==> src/hdl/rv_pkg.sv <==
package rv_pkg;

    localparam int XLEN = 32;

    typedef logic [XLEN-1:0] xlen_t;
    typedef logic [31:0]     addr_t;
    typedef logic [31:0]     instr_t;
    typedef logic [4:0]      reg_idx_t;

    // Supported operations, NOP first so a cleared register is a bubble
    typedef enum logic [3:0] {
        OP_NOP,
        OP_ADD,
        OP_SUB,
        OP_AND,
        OP_OR,
        OP_XOR,
        OP_SLT,
        OP_ADDI,
        OP_LW,
        OP_SW,
        OP_BEQ,
        OP_BNE,
        OP_JAL
    } op_e;

    // Major opcodes
    localparam logic [6:0] OPC_OP     = 7'b0110011;
    localparam logic [6:0] OPC_OP_IMM = 7'b0010011;
    localparam logic [6:0] OPC_LOAD   = 7'b0000011;
    localparam logic [6:0] OPC_STORE  = 7'b0100011;
    localparam logic [6:0] OPC_BRANCH = 7'b1100011;
    localparam logic [6:0] OPC_JAL    = 7'b1101111;

    // funct3 values
    localparam logic [2:0] F3_ADD_SUB = 3'b000;
    localparam logic [2:0] F3_SLT     = 3'b010;
    localparam logic [2:0] F3_XOR     = 3'b100;
    localparam logic [2:0] F3_OR      = 3'b110;
    localparam logic [2:0] F3_AND     = 3'b111;
    localparam logic [2:0] F3_LW      = 3'b010;
    localparam logic [2:0] F3_SW      = 3'b010;
    localparam logic [2:0] F3_BEQ     = 3'b000;
    localparam logic [2:0] F3_BNE     = 3'b001;

    // funct7 values
    localparam logic [6:0] F7_BASE = 7'b0000000;
    localparam logic [6:0] F7_SUB  = 7'b0100000;

    // ADDI x0, x0, 0
    localparam instr_t NOP_INSTR = 32'h0000_0013;

endpackage

==> src/hdl/id_ex_if.sv <==
`timescale 1ns/1ps

interface id_ex_if;

    logic             valid;
    rv_pkg::op_e      op;
    rv_pkg::addr_t    pc;
    rv_pkg::reg_idx_t rs1_idx;
    rv_pkg::reg_idx_t rs2_idx;
    rv_pkg::reg_idx_t rd_idx;
    rv_pkg::xlen_t    rs1_val;
    rv_pkg::xlen_t    rs2_val;
    rv_pkg::xlen_t    imm;
    logic             rd_we;

    modport decode_side (
        output valid,
        output op,
        output pc,
        output rs1_idx,
        output rs2_idx,
        output rd_idx,
        output rs1_val,
        output rs2_val,
        output imm,
        output rd_we
    );

    modport execute_side (
        input valid,
        input op,
        input pc,
        input rs1_idx,
        input rs2_idx,
        input rd_idx,
        input rs1_val,
        input rs2_val,
        input imm,
        input rd_we
    );

endinterface

==> src/hdl/fetch_stage.sv <==
`timescale 1ns/1ps

module fetch_stage #(
    parameter rv_pkg::addr_t RESET_PC = 32'h0000_0000
) (
    input  logic           clk,
    input  logic           rst_n,
    input  rv_pkg::instr_t instr,
    input  logic           load_stall,
    input  logic           redirect,
    input  rv_pkg::addr_t  redirect_pc,
    output rv_pkg::addr_t  pc,
    output rv_pkg::addr_t  if_pc,
    output rv_pkg::instr_t if_instr
);

    // Redirect has priority over the load-use hold
    always_ff @(posedge clk or negedge rst_n) begin
        if (!rst_n) begin
            pc       <= RESET_PC;
            if_instr <= rv_pkg::NOP_INSTR;
        end else if (redirect) begin
            pc       <= redirect_pc;
            if_instr <= rv_pkg::NOP_INSTR;
        end else if (!load_stall) begin
            pc       <= pc + 32'd4;
            if_instr <= instr;
        end
    end

    always_ff @(posedge clk) begin
        if (!load_stall) begin
            if_pc <= pc;
        end
    end

endmodule

==> src/hdl/decode_stage.sv <==
`timescale 1ns/1ps

module decode_stage (
    input  logic             clk,
    input  logic             rst_n,
    input  rv_pkg::addr_t    if_pc,
    input  rv_pkg::instr_t   if_instr,
    input  logic             redirect,
    input  rv_pkg::xlen_t    rs1_val,
    input  rv_pkg::xlen_t    rs2_val,
    output rv_pkg::reg_idx_t rs1_idx,
    output rv_pkg::reg_idx_t rs2_idx,
    output logic             load_stall,
    id_ex_if.decode_side     id_ex
);

    logic [6:0]       opcode;
    logic [2:0]       funct3;
    logic [6:0]       funct7;
    rv_pkg::op_e      dec_op;
    rv_pkg::xlen_t    dec_imm;
    logic             dec_rd_we;
    logic             use_rs1;
    logic             use_rs2;
    rv_pkg::xlen_t    imm_i;
    rv_pkg::xlen_t    imm_s;
    rv_pkg::xlen_t    imm_b;
    rv_pkg::xlen_t    imm_j;

    assign opcode = if_instr[6:0];
    assign funct3 = if_instr[14:12];
    assign funct7 = if_instr[31:25];

    assign imm_i = {{20{if_instr[31]}}, if_instr[31:20]};
    assign imm_s = {{20{if_instr[31]}}, if_instr[31:25], if_instr[11:7]};
    assign imm_b = {{19{if_instr[31]}}, if_instr[31], if_instr[7],
                    if_instr[30:25], if_instr[11:8], 1'b0};
    assign imm_j = {{11{if_instr[31]}}, if_instr[31], if_instr[19:12],
                    if_instr[20], if_instr[30:21], 1'b0};

    always_comb begin
        dec_op    = rv_pkg::OP_NOP;
        dec_imm   = '0;
        dec_rd_we = 1'b0;
        use_rs1   = 1'b0;
        use_rs2   = 1'b0;
        case (opcode)
            rv_pkg::OPC_OP: begin
                if (funct7 == rv_pkg::F7_SUB && funct3 == rv_pkg::F3_ADD_SUB) begin
                    dec_op = rv_pkg::OP_SUB;
                end else if (funct7 == rv_pkg::F7_BASE) begin
                    case (funct3)
                        rv_pkg::F3_ADD_SUB: dec_op = rv_pkg::OP_ADD;
                        rv_pkg::F3_SLT:     dec_op = rv_pkg::OP_SLT;
                        rv_pkg::F3_XOR:     dec_op = rv_pkg::OP_XOR;
                        rv_pkg::F3_OR:      dec_op = rv_pkg::OP_OR;
                        rv_pkg::F3_AND:     dec_op = rv_pkg::OP_AND;
                        default:            dec_op = rv_pkg::OP_NOP;
                    endcase
                end
                dec_rd_we = (dec_op != rv_pkg::OP_NOP);
                use_rs1   = dec_rd_we;
                use_rs2   = dec_rd_we;
            end
            rv_pkg::OPC_OP_IMM: begin
                if (funct3 == rv_pkg::F3_ADD_SUB) begin
                    dec_op    = rv_pkg::OP_ADDI;
                    dec_imm   = imm_i;
                    dec_rd_we = 1'b1;
                    use_rs1   = 1'b1;
                end
            end
            rv_pkg::OPC_LOAD: begin
                if (funct3 == rv_pkg::F3_LW) begin
                    dec_op    = rv_pkg::OP_LW;
                    dec_imm   = imm_i;
                    dec_rd_we = 1'b1;
                    use_rs1   = 1'b1;
                end
            end
            rv_pkg::OPC_STORE: begin
                if (funct3 == rv_pkg::F3_SW) begin
                    dec_op  = rv_pkg::OP_SW;
                    dec_imm = imm_s;
                    use_rs1 = 1'b1;
                    use_rs2 = 1'b1;
                end
            end
            rv_pkg::OPC_BRANCH: begin
                if (funct3 == rv_pkg::F3_BEQ || funct3 == rv_pkg::F3_BNE) begin
                    dec_op  = (funct3 == rv_pkg::F3_BEQ) ? rv_pkg::OP_BEQ : rv_pkg::OP_BNE;
                    dec_imm = imm_b;
                    use_rs1 = 1'b1;
                    use_rs2 = 1'b1;
                end
            end
            rv_pkg::OPC_JAL: begin
                dec_op    = rv_pkg::OP_JAL;
                dec_imm   = imm_j;
                dec_rd_we = 1'b1;
            end
            default: dec_op = rv_pkg::OP_NOP;
        endcase
    end

    // Unused sources read as x0 so they never forward or stall
    assign rs1_idx = use_rs1 ? if_instr[19:15] : '0;
    assign rs2_idx = use_rs2 ? if_instr[24:20] : '0;

    assign load_stall = id_ex.valid && id_ex.op == rv_pkg::OP_LW && id_ex.rd_idx != '0 &&
                        (id_ex.rd_idx == rs1_idx || id_ex.rd_idx == rs2_idx);

    always_ff @(posedge clk or negedge rst_n) begin
        if (!rst_n) begin
            id_ex.valid <= 1'b0;
            id_ex.op    <= rv_pkg::OP_NOP;
            id_ex.rd_we <= 1'b0;
        end else if (redirect || load_stall) begin
            id_ex.valid <= 1'b0;
            id_ex.op    <= rv_pkg::OP_NOP;
            id_ex.rd_we <= 1'b0;
        end else begin
            id_ex.valid <= (dec_op != rv_pkg::OP_NOP);
            id_ex.op    <= dec_op;
            id_ex.rd_we <= dec_rd_we;
        end
    end

    always_ff @(posedge clk) begin
        id_ex.pc      <= if_pc;
        id_ex.rs1_idx <= rs1_idx;
        id_ex.rs2_idx <= rs2_idx;
        id_ex.rd_idx  <= if_instr[11:7];
        id_ex.rs1_val <= rs1_val;
        id_ex.rs2_val <= rs2_val;
        id_ex.imm     <= dec_imm;
    end

endmodule

==> src/hdl/register_file.sv <==
`timescale 1ns/1ps

module register_file (
    input  logic             clk,
    input  logic             rst_n,
    input  rv_pkg::reg_idx_t rs1_idx,
    input  rv_pkg::reg_idx_t rs2_idx,
    input  logic             wb_we,
    input  rv_pkg::reg_idx_t wb_rd,
    input  rv_pkg::xlen_t    wb_value,
    output rv_pkg::xlen_t    rs1_val,
    output rv_pkg::xlen_t    rs2_val
);

    // x0 has no storage
    rv_pkg::xlen_t regs [1:31];

    function automatic rv_pkg::xlen_t read_port(input rv_pkg::reg_idx_t idx);
        rv_pkg::xlen_t val;
        if (idx == '0) begin
            val = '0;
        end else if (wb_we && wb_rd == idx) begin
            val = wb_value;
        end else begin
            val = regs[idx];
        end
        return val;
    endfunction

    always_comb begin
        rs1_val = read_port(rs1_idx);
        rs2_val = read_port(rs2_idx);
    end

    always_ff @(posedge clk or negedge rst_n) begin
        if (!rst_n) begin
            for (int i = 1; i < 32; i++) begin
                regs[i] <= '0;
            end
        end else if (wb_we && wb_rd != '0) begin
            regs[wb_rd] <= wb_value;
        end
    end

endmodule

==> src/hdl/execute_stage.sv <==
`timescale 1ns/1ps

module execute_stage (
    input  logic             clk,
    input  logic             rst_n,
    input  logic             wb_we,
    input  rv_pkg::reg_idx_t wb_rd,
    input  rv_pkg::xlen_t    wb_value,
    id_ex_if.execute_side    id_ex,
    output logic             redirect,
    output rv_pkg::addr_t    redirect_pc,
    output logic             mem_valid,
    output rv_pkg::op_e      mem_op,
    output rv_pkg::reg_idx_t mem_rd,
    output logic             mem_rd_we,
    output rv_pkg::xlen_t    mem_result,
    output rv_pkg::xlen_t    mem_store_data
);

    logic          mem_fwd_ok;
    rv_pkg::xlen_t op_a;
    rv_pkg::xlen_t op_b;
    rv_pkg::xlen_t alu_out;
    logic          taken;

    // The decode stall covers loads in EX/MEM
    assign mem_fwd_ok = mem_valid && mem_rd_we && mem_rd != '0 && mem_op != rv_pkg::OP_LW;

    function automatic rv_pkg::xlen_t pick_operand(input rv_pkg::reg_idx_t idx,
                                                   input rv_pkg::xlen_t    dec_val);
        rv_pkg::xlen_t val;
        if (mem_fwd_ok && idx == mem_rd) begin
            val = mem_result;
        end else if (wb_we && idx != '0 && idx == wb_rd) begin
            val = wb_value;
        end else begin
            val = dec_val;
        end
        return val;
    endfunction

    always_comb begin
        op_a = pick_operand(id_ex.rs1_idx, id_ex.rs1_val);
        op_b = pick_operand(id_ex.rs2_idx, id_ex.rs2_val);
    end

    always_comb begin
        case (id_ex.op)
            rv_pkg::OP_ADD:  alu_out = op_a + op_b;
            rv_pkg::OP_SUB:  alu_out = op_a - op_b;
            rv_pkg::OP_AND:  alu_out = op_a & op_b;
            rv_pkg::OP_OR:   alu_out = op_a | op_b;
            rv_pkg::OP_XOR:  alu_out = op_a ^ op_b;
            rv_pkg::OP_SLT:  alu_out = rv_pkg::xlen_t'($signed(op_a) < $signed(op_b));
            rv_pkg::OP_ADDI,
            rv_pkg::OP_LW,
            rv_pkg::OP_SW:   alu_out = op_a + id_ex.imm;
            // Link value
            rv_pkg::OP_JAL:  alu_out = id_ex.pc + 32'd4;
            default:         alu_out = '0;
        endcase
    end

    always_comb begin
        case (id_ex.op)
            rv_pkg::OP_BEQ: taken = (op_a == op_b);
            rv_pkg::OP_BNE: taken = (op_a != op_b);
            rv_pkg::OP_JAL: taken = 1'b1;
            default:        taken = 1'b0;
        endcase
    end

    assign redirect    = id_ex.valid && taken;
    assign redirect_pc = id_ex.pc + id_ex.imm;

    always_ff @(posedge clk or negedge rst_n) begin
        if (!rst_n) begin
            mem_valid <= 1'b0;
            mem_op    <= rv_pkg::OP_NOP;
            mem_rd_we <= 1'b0;
        end else begin
            mem_valid <= id_ex.valid;
            mem_op    <= id_ex.valid ? id_ex.op : rv_pkg::OP_NOP;
            mem_rd_we <= id_ex.valid && id_ex.rd_we;
        end
    end

    always_ff @(posedge clk) begin
        mem_rd         <= id_ex.rd_idx;
        mem_result     <= alu_out;
        mem_store_data <= op_b;
    end

endmodule

==> src/hdl/mem_wb_stage.sv <==
`timescale 1ns/1ps

module mem_wb_stage (
    input  logic             clk,
    input  logic             rst_n,
    input  logic             mem_valid,
    input  rv_pkg::op_e      mem_op,
    input  rv_pkg::reg_idx_t mem_rd,
    input  logic             mem_rd_we,
    input  rv_pkg::xlen_t    mem_result,
    input  rv_pkg::xlen_t    mem_store_data,
    input  rv_pkg::xlen_t    dmem_rd_data,
    output logic             dmem_rd_en,
    output logic             dmem_wr_en,
    output rv_pkg::addr_t    dmem_addr,
    output rv_pkg::xlen_t    dmem_wr_data,
    output logic             wb_we,
    output rv_pkg::reg_idx_t wb_rd,
    output rv_pkg::xlen_t    wb_value
);

    logic          wb_is_load;
    rv_pkg::xlen_t wb_result;
    rv_pkg::xlen_t wb_load_data;

    // One address for both reads and writes
    assign dmem_rd_en   = mem_valid && mem_op == rv_pkg::OP_LW;
    assign dmem_wr_en   = mem_valid && mem_op == rv_pkg::OP_SW;
    assign dmem_addr    = mem_result;
    assign dmem_wr_data = mem_store_data;

    // x0 writes dropped here
    always_ff @(posedge clk or negedge rst_n) begin
        if (!rst_n) begin
            wb_we      <= 1'b0;
            wb_is_load <= 1'b0;
        end else begin
            wb_we      <= mem_valid && mem_rd_we && mem_rd != '0;
            wb_is_load <= dmem_rd_en;
        end
    end

    always_ff @(posedge clk) begin
        wb_rd        <= mem_rd;
        wb_result    <= mem_result;
        wb_load_data <= dmem_rd_data;
    end

    assign wb_value = wb_is_load ? wb_load_data : wb_result;

endmodule

==> src/hdl/riscv_core.sv <==
`timescale 1ns/1ps

module riscv_core #(
    parameter rv_pkg::addr_t RESET_PC = 32'h0000_0000
) (
    input  logic           clk,
    input  logic           rst_n,
    output rv_pkg::addr_t  pc,
    input  rv_pkg::instr_t instr,
    output logic           dmem_rd_en,
    output logic           dmem_wr_en,
    output rv_pkg::addr_t  dmem_addr,
    output rv_pkg::xlen_t  dmem_wr_data,
    input  rv_pkg::xlen_t  dmem_rd_data
);

    rv_pkg::addr_t    if_pc;
    rv_pkg::instr_t   if_instr;
    logic             load_stall;
    logic             redirect;
    rv_pkg::addr_t    redirect_pc;

    rv_pkg::reg_idx_t rs1_idx;
    rv_pkg::reg_idx_t rs2_idx;
    rv_pkg::xlen_t    rs1_val;
    rv_pkg::xlen_t    rs2_val;

    logic             mem_valid;
    rv_pkg::op_e      mem_op;
    rv_pkg::reg_idx_t mem_rd;
    logic             mem_rd_we;
    rv_pkg::xlen_t    mem_result;
    rv_pkg::xlen_t    mem_store_data;

    logic             wb_we;
    rv_pkg::reg_idx_t wb_rd;
    rv_pkg::xlen_t    wb_value;

    id_ex_if id_ex ();

    fetch_stage #(
        .RESET_PC(RESET_PC)
    ) u_fetch (
        .clk         (clk),
        .rst_n       (rst_n),
        .instr       (instr),
        .load_stall  (load_stall),
        .redirect    (redirect),
        .redirect_pc (redirect_pc),
        .pc          (pc),
        .if_pc       (if_pc),
        .if_instr    (if_instr)
    );

    decode_stage u_decode (
        .clk        (clk),
        .rst_n      (rst_n),
        .if_pc      (if_pc),
        .if_instr   (if_instr),
        .redirect   (redirect),
        .rs1_val    (rs1_val),
        .rs2_val    (rs2_val),
        .rs1_idx    (rs1_idx),
        .rs2_idx    (rs2_idx),
        .load_stall (load_stall),
        .id_ex      (id_ex.decode_side)
    );

    register_file u_regs (
        .clk      (clk),
        .rst_n    (rst_n),
        .rs1_idx  (rs1_idx),
        .rs2_idx  (rs2_idx),
        .wb_we    (wb_we),
        .wb_rd    (wb_rd),
        .wb_value (wb_value),
        .rs1_val  (rs1_val),
        .rs2_val  (rs2_val)
    );

    execute_stage u_execute (
        .clk            (clk),
        .rst_n          (rst_n),
        .wb_we          (wb_we),
        .wb_rd          (wb_rd),
        .wb_value       (wb_value),
        .id_ex          (id_ex.execute_side),
        .redirect       (redirect),
        .redirect_pc    (redirect_pc),
        .mem_valid      (mem_valid),
        .mem_op         (mem_op),
        .mem_rd         (mem_rd),
        .mem_rd_we      (mem_rd_we),
        .mem_result     (mem_result),
        .mem_store_data (mem_store_data)
    );

    mem_wb_stage u_mem_wb (
        .clk            (clk),
        .rst_n          (rst_n),
        .mem_valid      (mem_valid),
        .mem_op         (mem_op),
        .mem_rd         (mem_rd),
        .mem_rd_we      (mem_rd_we),
        .mem_result     (mem_result),
        .mem_store_data (mem_store_data),
        .dmem_rd_data   (dmem_rd_data),
        .dmem_rd_en     (dmem_rd_en),
        .dmem_wr_en     (dmem_wr_en),
        .dmem_addr      (dmem_addr),
        .dmem_wr_data   (dmem_wr_data),
        .wb_we          (wb_we),
        .wb_rd          (wb_rd),
        .wb_value       (wb_value)
    );

endmodule

==> config.mk <==
export PLATFORM = sky130hd
export DESIGN_NAME = riscv_core
export DESIGN_NICKNAME = d
export VERILOG_FILES = /design/src/hdl/rv_pkg.sv /design/src/hdl/id_ex_if.sv /design/src/hdl/fetch_stage.sv /design/src/hdl/decode_stage.sv /design/src/hdl/register_file.sv /design/src/hdl/execute_stage.sv /design/src/hdl/mem_wb_stage.sv /design/src/hdl/riscv_core.sv
export SDC_FILE = /design/constraint.sdc
export NUM_CORES = 2
export LEC_CHECK = 0
export BUFFER_PORTS_ARGS = -buffer_cell sky130_fd_sc_hd__buf_2
export CORE_MARGIN = 2
export CORE_UTILIZATION = 45
export DETAILED_ROUTE_END_ITERATION = 10
export PLACE_DENSITY_LB_ADDON = 0.12
export SLEW_MARGIN = 15
export SYNTH_ARGS = -nofsm -noshare
export SYNTH_HDL_FRONTEND = slang
export SYNTH_SLANG_ARGS = --single-unit
export TNS_END_PERCENT = 30
==> constraint.sdc <==
create_clock -name clk -period 4.7 [get_ports clk]
set_input_delay 1.41 -clock clk [delete_from_list [all_inputs] [get_ports clk]]
set_output_delay 1.41 -clock clk [all_outputs]
set_load 0.02 [all_outputs]
Word level (Yosys, flattened, before mapping)
Index checks and enable logic that the tools add are counted.

Bits in registers: 1383. Input port bits: 66. Word-level logic and storage cells: 196.

Magnitude comparators: 5. Muxes and demuxes: 49. Bitwise logic cells: 6. Equal/unequal tests: 38. Reductions and logical operators: 37. Add/subtract/negate cells: 6.

Operator list (number): 992-bit bitwise mux (1); 32-bit two-way mux (20); 32-bit binary-select mux with 5-bit select (2); 32-bit case mux with 8 select lines (1); 32-bit demux with 5-bit select (1); 32-bit case mux with 5 select lines (1); 32-bit adder (3); 32-bit by 3-bit adder with 32-bit output, second input constant (2); 5-bit equality test (8); 32-bit AND (1); 32-bit equality test (1); 32-bit less-than comparator (1); 4-bit two-way mux (8); 32-bit != test (1); 32-bit bitwise OR (1); 32-bit subtractor (1); 32-bit XOR (1); 4-bit equality test, second input constant (7); 5-bit nonzero test (5); 4-bit case mux with 6 select lines (1); 7-bit by 6-bit equality test with 1-bit output, second input constant (3); 1-bit logical AND (21); 6-bit >= comparator, second input constant (3); 5-bit inverter with 6-bit output (3); other kinds (25) (44).

Longest topological paths before layout
Word-level depth: 13. Depth in mapped cells: 23. Mapped depth without buffers: 21.

Hierarchy
Synthesis repeated with hierarchy kept, for this count alone.

Cells, all modules: 6060. Area total of the unflattened synthesis: 75312.2 um^2.

By module, submodules not included: register_file (times used 1, area each 53961.8 um^2, cells an instance 3755); execute_stage (times used 1, area each 11036.8 um^2, cells an instance 1498); fetch_stage (times used 1, area each 4045.1 um^2, cells an instance 334); decode_stage (times used 1, area each 3920.0 um^2, cells an instance 297); mem_wb_stage (times used 1, area each 2348.5 um^2, cells an instance 176).

Worst setup path after synthesis
Ideal clock, no wire load.

Path kind: flip-flop to flip-flop. Start: register u_mem_wb.wb_rd[2]. End: register u_execute.mem_result[29]. Data required time: 4580 ps. Stages on the path, launching flop included: 22. Path slack: -199 ps. Buffers on the path: 4. Clock period less this slack: 4899 ps. Data arrival time: 4780 ps. Cells stage by stage: dfxtp_1 > buf_1 > nand2_1 > o21ai_0 > and3_1 > clkbuf_1 > clkbuf_1 > clkbuf_1 > a211oi_1 > a21oi_1 > a21oi_1 > ha_1 > a21oi_1 > o22ai_1 > a221o_1 > a21o_1 > a31o_2 > a31o_2 > a211oi_1 > xnor2_1 > o221ai_1 > a211o_1.

Word-level cells in the longest chain between the ends: 6.

RTL lines: start, declared (line mem_wb_stage.sv:18) `output rv_pkg::reg_idx_t wb_rd,`; start signal, assigned (line mem_wb_stage.sv:44) `wb_rd <= mem_rd;`; 5-bit equality test (line execute_stage.sv:34) `end else if (wb_we && idx != '0 && idx == wb_rd) begin`; 1-bit logical AND (line execute_stage.sv:34); 32-bit two-way mux (line execute_stage.sv:34); 32-bit two-way mux (line execute_stage.sv:32) `if (mem_fwd_ok && idx == mem_rd) begin`; 32-bit adder (tied with other cells) (line execute_stage.sv:57) `rv_pkg::OP_SW: alu_out = op_a + id_ex.imm;`; 32-bit case mux with 8 select lines (*) (line execute_stage.sv:48) `case (id_ex.op)`; end signal, assigned (line execute_stage.sv:90) `mem_result <= alu_out;`; end, declared (line execute_stage.sv:16) `output rv_pkg::xlen_t mem_result,`.

Every way passes the cells marked *; elsewhere a longest branch is shown, timed or not. A chain may end at the register's enable or synchronous reset.

Final worst setup path
Start: register u_execute.mem_rd[3]. End: register u_execute.mem_result[23].

Word-level cells in the longest chain between the ends: 7.

RTL lines: start, declared (line execute_stage.sv:14) `output rv_pkg::reg_idx_t mem_rd,`; start signal, assigned (line execute_stage.sv:89) `mem_rd <= id_ex.rd_idx;`; 5-bit nonzero test (line execute_stage.sv:27) `assign mem_fwd_ok = mem_valid && mem_rd_we && mem_rd != '0 && mem_op != rv_pkg::OP_LW;`; 1-bit logical AND (2 in a row) (line execute_stage.sv:27); 1-bit logical AND (line execute_stage.sv:32); 32-bit two-way mux (line execute_stage.sv:32); 32-bit adder (tied with other cells) (line execute_stage.sv:57); 32-bit case mux with 8 select lines (*) (line execute_stage.sv:48).

Marks and branches as above.

==> results.yml <==
status:
  status: "completed"
timing:
  setup_tns_ns: 0
  hold_viol: 0
  fmax_mhz: 217
  post-route-period-util_pct: 98.1
  slew_headroom_pct: 15.4
  skew_ns: 0.0351
  setup_slack_ns: 0.0894
  worst_pin_slew_ns: 1.27
  setup_violations: 0
  min_period_ns: 4.61
  maxSlewViolCount: 0
worst_setup_path:
  required_ns: 5.43
  r2r_cells: 22
  reg2reg_from: "u_execute.mem_rd[3]"
  r2r_setup_slack_ns: 0.09
  cp-end-kind: "register"
  critical_path_class: "register to register"
  r2r_end: "u_execute.mem_result[23]"
  critPathArrivalTime_ns: 5.34
  startpoint_type: "register"
  critPathMaxFanout: 14
pwr:
  seq_power_share_pct: 46.0
  switchingPower_mw: 6.31
  p_int_mw: 19.9
  p_leak_nw: 38.0
  swShare_pct: 24.1
  clkPwrFrac_pct: 49.7
  combPwrFrac_pct: 4.2
  powerDensity_mw_per_mm2: 304
  ir_worst_vdd_mv: 0.384
grt:
  track_usage_pct: 37.7
  grt_pass1_wl_mm: 468
  grt_pass1_vias: 67400
  grt_start_max_net_pins: 131
  grt-ovfl-total: 0
  antenna_found_initial: 14
clocking:
  cts_max_path_buffers: 3
  cts-root-buf: "clkbuf_16"
  cts_tree: "yes"
  cts.clk_slew.worst_paths_ns: 0.06
  insertion_delay_ns: 0.83
  numCtsBuffers: 158
  cts_hold_buf: 0
  htreeDepth: 4
  cts_num_sinks: 1372
cells_and_area:
  layout_commonest_cell: "nand2_1"
  drive_above_1_share_pct: 14.7
  syn_to_final_growth_pct: 16.6
  fillerInstances: 15100
  fin_nets: 9176
  final_cell_mix: "nand2_1 (1418), dfrtp_1 (1059), nor2_1 (926)"
yosys:
  synth_mux_area_share_pct: 5.96
  seq_area_frac_synth_pct: 44.7
  synth_fa_ha_area_share_pct: 2.75
  synth-simple-area-share_pct: 18.4
  syn_area_mm2: 0.0741
  synth_xor_area_share_pct: 1.47
  ys_async_sr_fraction_pct: 78.0
  synth_top_family_by_area: "compound AO/OA/AOI/OAI gates"
  synth_compound_area_share_pct: 21.7
  ys_ff_latch: 1372
  syn_area_per_cell_um2: 8.35
  synth_ff_type: "dfrtp_1"
  synth_cell_types: 91
  synth_edf_count: 32
  synthCells: 8872
  syn_nets: 9099
  synth_warnings: 0
detailed_routing:
  firstDrtPassIters: 7
  vias: 71500
  drt_iter0_markers: 9561
  finalWirelength_mm: 325
  wl_per_cell_um: 28.8
  ant_nets: 0
  routed_via_density: 6.35
  drcViolationCount: 0
floorplanning:
  die_area_mm2: 0.168
  initial_core_util_pct: 45.4
  ios: 164
  fp-row-count: 148
  coreArea_mm2: 0.163
  chipWidth_um: 410
  die_y_um: 410
run:
  max_cap_viol_count: 0
hold_path:
  hold_class: "register to register"
  hold_path_depth: 0
  whs_endpoint: "u_decode.id_ex.pc[14]"
  holdCritStartpoint: "u_fetch.if_pc[14]"
place:
  numPortBuffers: 163
  hpwl_mm: 203
  place_ws_ns: -0.120
  gp_congestion: 0.963
flip-flops by register name (all words and copies together) (netlist names), 5 cells and up:
name	cells
u_decode.id_ex.rs2_val	32
u_execute.mem_store_data	32
u_regs.regs	992
u_fetch.if_pc	32
u_decode.id_ex.imm	21
u_decode.id_ex.rs2_idx	5
u_mem_wb.wb_rd	5
u_decode.id_ex.pc	32
u_decode.id_ex.rs1_val	32
u_fetch.if_instr	32
u_execute.mem_result	32
u_execute.mem_rd	5
u_decode.id_ex.rs1_idx	5
u_mem_wb.wb_load_data	32
u_fetch.pc	32
u_mem_wb.wb_result	32
u_decode.id_ex.rd_idx	5
cell families (layout without fill, tap and decap cells):
logic type | count (synthesis) | in the layout
adder cells (fa/ha/maj) | 161 | 161
AO/OA/AOI/OAI | 2678 | 2679
AND/OR/NAND/NOR | 3216 | 3216
multiplexers | 380 | 380
other | 0 | 5
buffers and inverters | 941 | 1150
flip-flops | 1372 | 1372
XOR/XNOR | 124 | 124
power by group through the flow:
stage	Clock (mW)	Sequential (mW)	Combinational, mW
2_1_floorplan	0	12.2	0.508
3_3_place_gp	0	12.3	1.08
3_5_place_dp	0	12.3	1.08
4_1_cts	13.1	12.1	1.09
5_1_grt	13.6	12.1	1.18
6_report	13.0	12.1	1.11
synthesized netlist by cell type, types with 15 or more instances:
cell type,count,area (um2)
a2111oi_0,21,184
a211oi_1,193,1450
a21o_1,63,473
a21oi_1,876,4380
a221oi_1,111,972
a311o_1,22,220
a311oi_1,47,412
a31oi_1,60,375
and3_1,107,669
buf_1,38,143
buf_2,90,450
clkbuf_1,645,2420
dfrtp_1,1067,26700
dfxtp_1,270,5410
edfxtp_1,32,961
ha_1,158,1980
inv_1,144,541
mux2_2,141,1590
mux2i_1,204,2040
mux4_2,35,788
nand2_1,1444,5420
nand2b_1,24,150
nand3_1,448,2240
nand4_1,24,150
nor2_1,950,3570
nor2b_1,38,238
nor3_1,44,220
nor4_1,20,125
o211ai_1,48,360
o21a_1,28,210
o21ai_0,849,4250
o221ai_1,86,753
o22ai_1,144,901
or3_1,32,200
or4_1,15,113
xnor2_1,79,692
xor2_1,45,394
per-stage QoR:
stage	hold WS, ns	area (um2)	utilization, %	cells	power [mW]
final	0.335	86400	52.9	11300	26.2
after global routing	0.349	86300	52.9	11300	26.9
after CTS	0.333	85800	52.6	11200	26.3
after detailed placement	0.328	80300	49.2	11000	13.4
after global placement	0.325	80300	49.2	11000	13.4
after floorplan	0.323	74100	-	8872	12.7
layout make-up:
cell class	instances	area, um2	area share (%)
Clock inverter	45	604	0.700
Antenna cell	5	12.5	0.0145
Tap cell	2175	2720	3.15
Timing Repair Buffer	701	5920	6.86
Clock buffer	248	4860	5.63
Sequential cell	1372	33200	38.4
Inverter	156	603	0.698
Multi-Input combinational cell	6560	38500	44.5
how the worst max path moves through the flow:
| stage | start | end | cells after the start |
|---|---|---|---|
| detailed placement | u_mem_wb.wb_rd[2] | u_fetch.pc[13] | 19 |
| CTS | u_execute.mem_rd[0] | u_fetch.pc[13] | 19 |
| global route | u_execute.mem_rd[3] | u_fetch.pc[13] | 19 |
| finish | u_execute.mem_rd[3] | u_execute.mem_result[23] | 22 |
| floorplan | u_execute.mem_rd[0] | u_execute.mem_result[29] | 19 |
| global placement | u_mem_wb.wb_rd[2] | u_fetch.pc[16] | 24 |
metal layers:
layer	wire length (um)	vias up	GRT usage, %
li1	-	31500	-
met1	130000	34800	50.3
met2	141000	4240	56.6
met3	34900	1033	9.41
met4	19200	16	19.5
met5	121	-	0
worst max-delay path: stages (launching register included):
cell,delay [ns]
dfxtp_1,0.31
or4_4,0.55
o211ai_4,0.26
nor4_4,0.08
buf_6,0.17
buf_12,0.15
buf_12,0.15
buf_4,0.15
a21oi_2,0.18
buf_4,0.15
a21oi_1,0.07
ha_1,0.35
a21oi_1,0.16
nor2b_1,0.06
o21ai_0,0.25
nand2_1,0.10
a31o_4,0.25
buf_4,0.14
o21a_1,0.19
o21a_1,0.19
o21a_1,0.17
or3_1,0.35
o211ai_1,0.09
repair_timing:
action,in CTS,in global routing
cloned,0,6
endpoints found under the setup margin,22,88
setup buffers,1,7
pin swaps,8,25
resized for setup,20,75
Note: power is estimated with default switching activity, not from simulation.
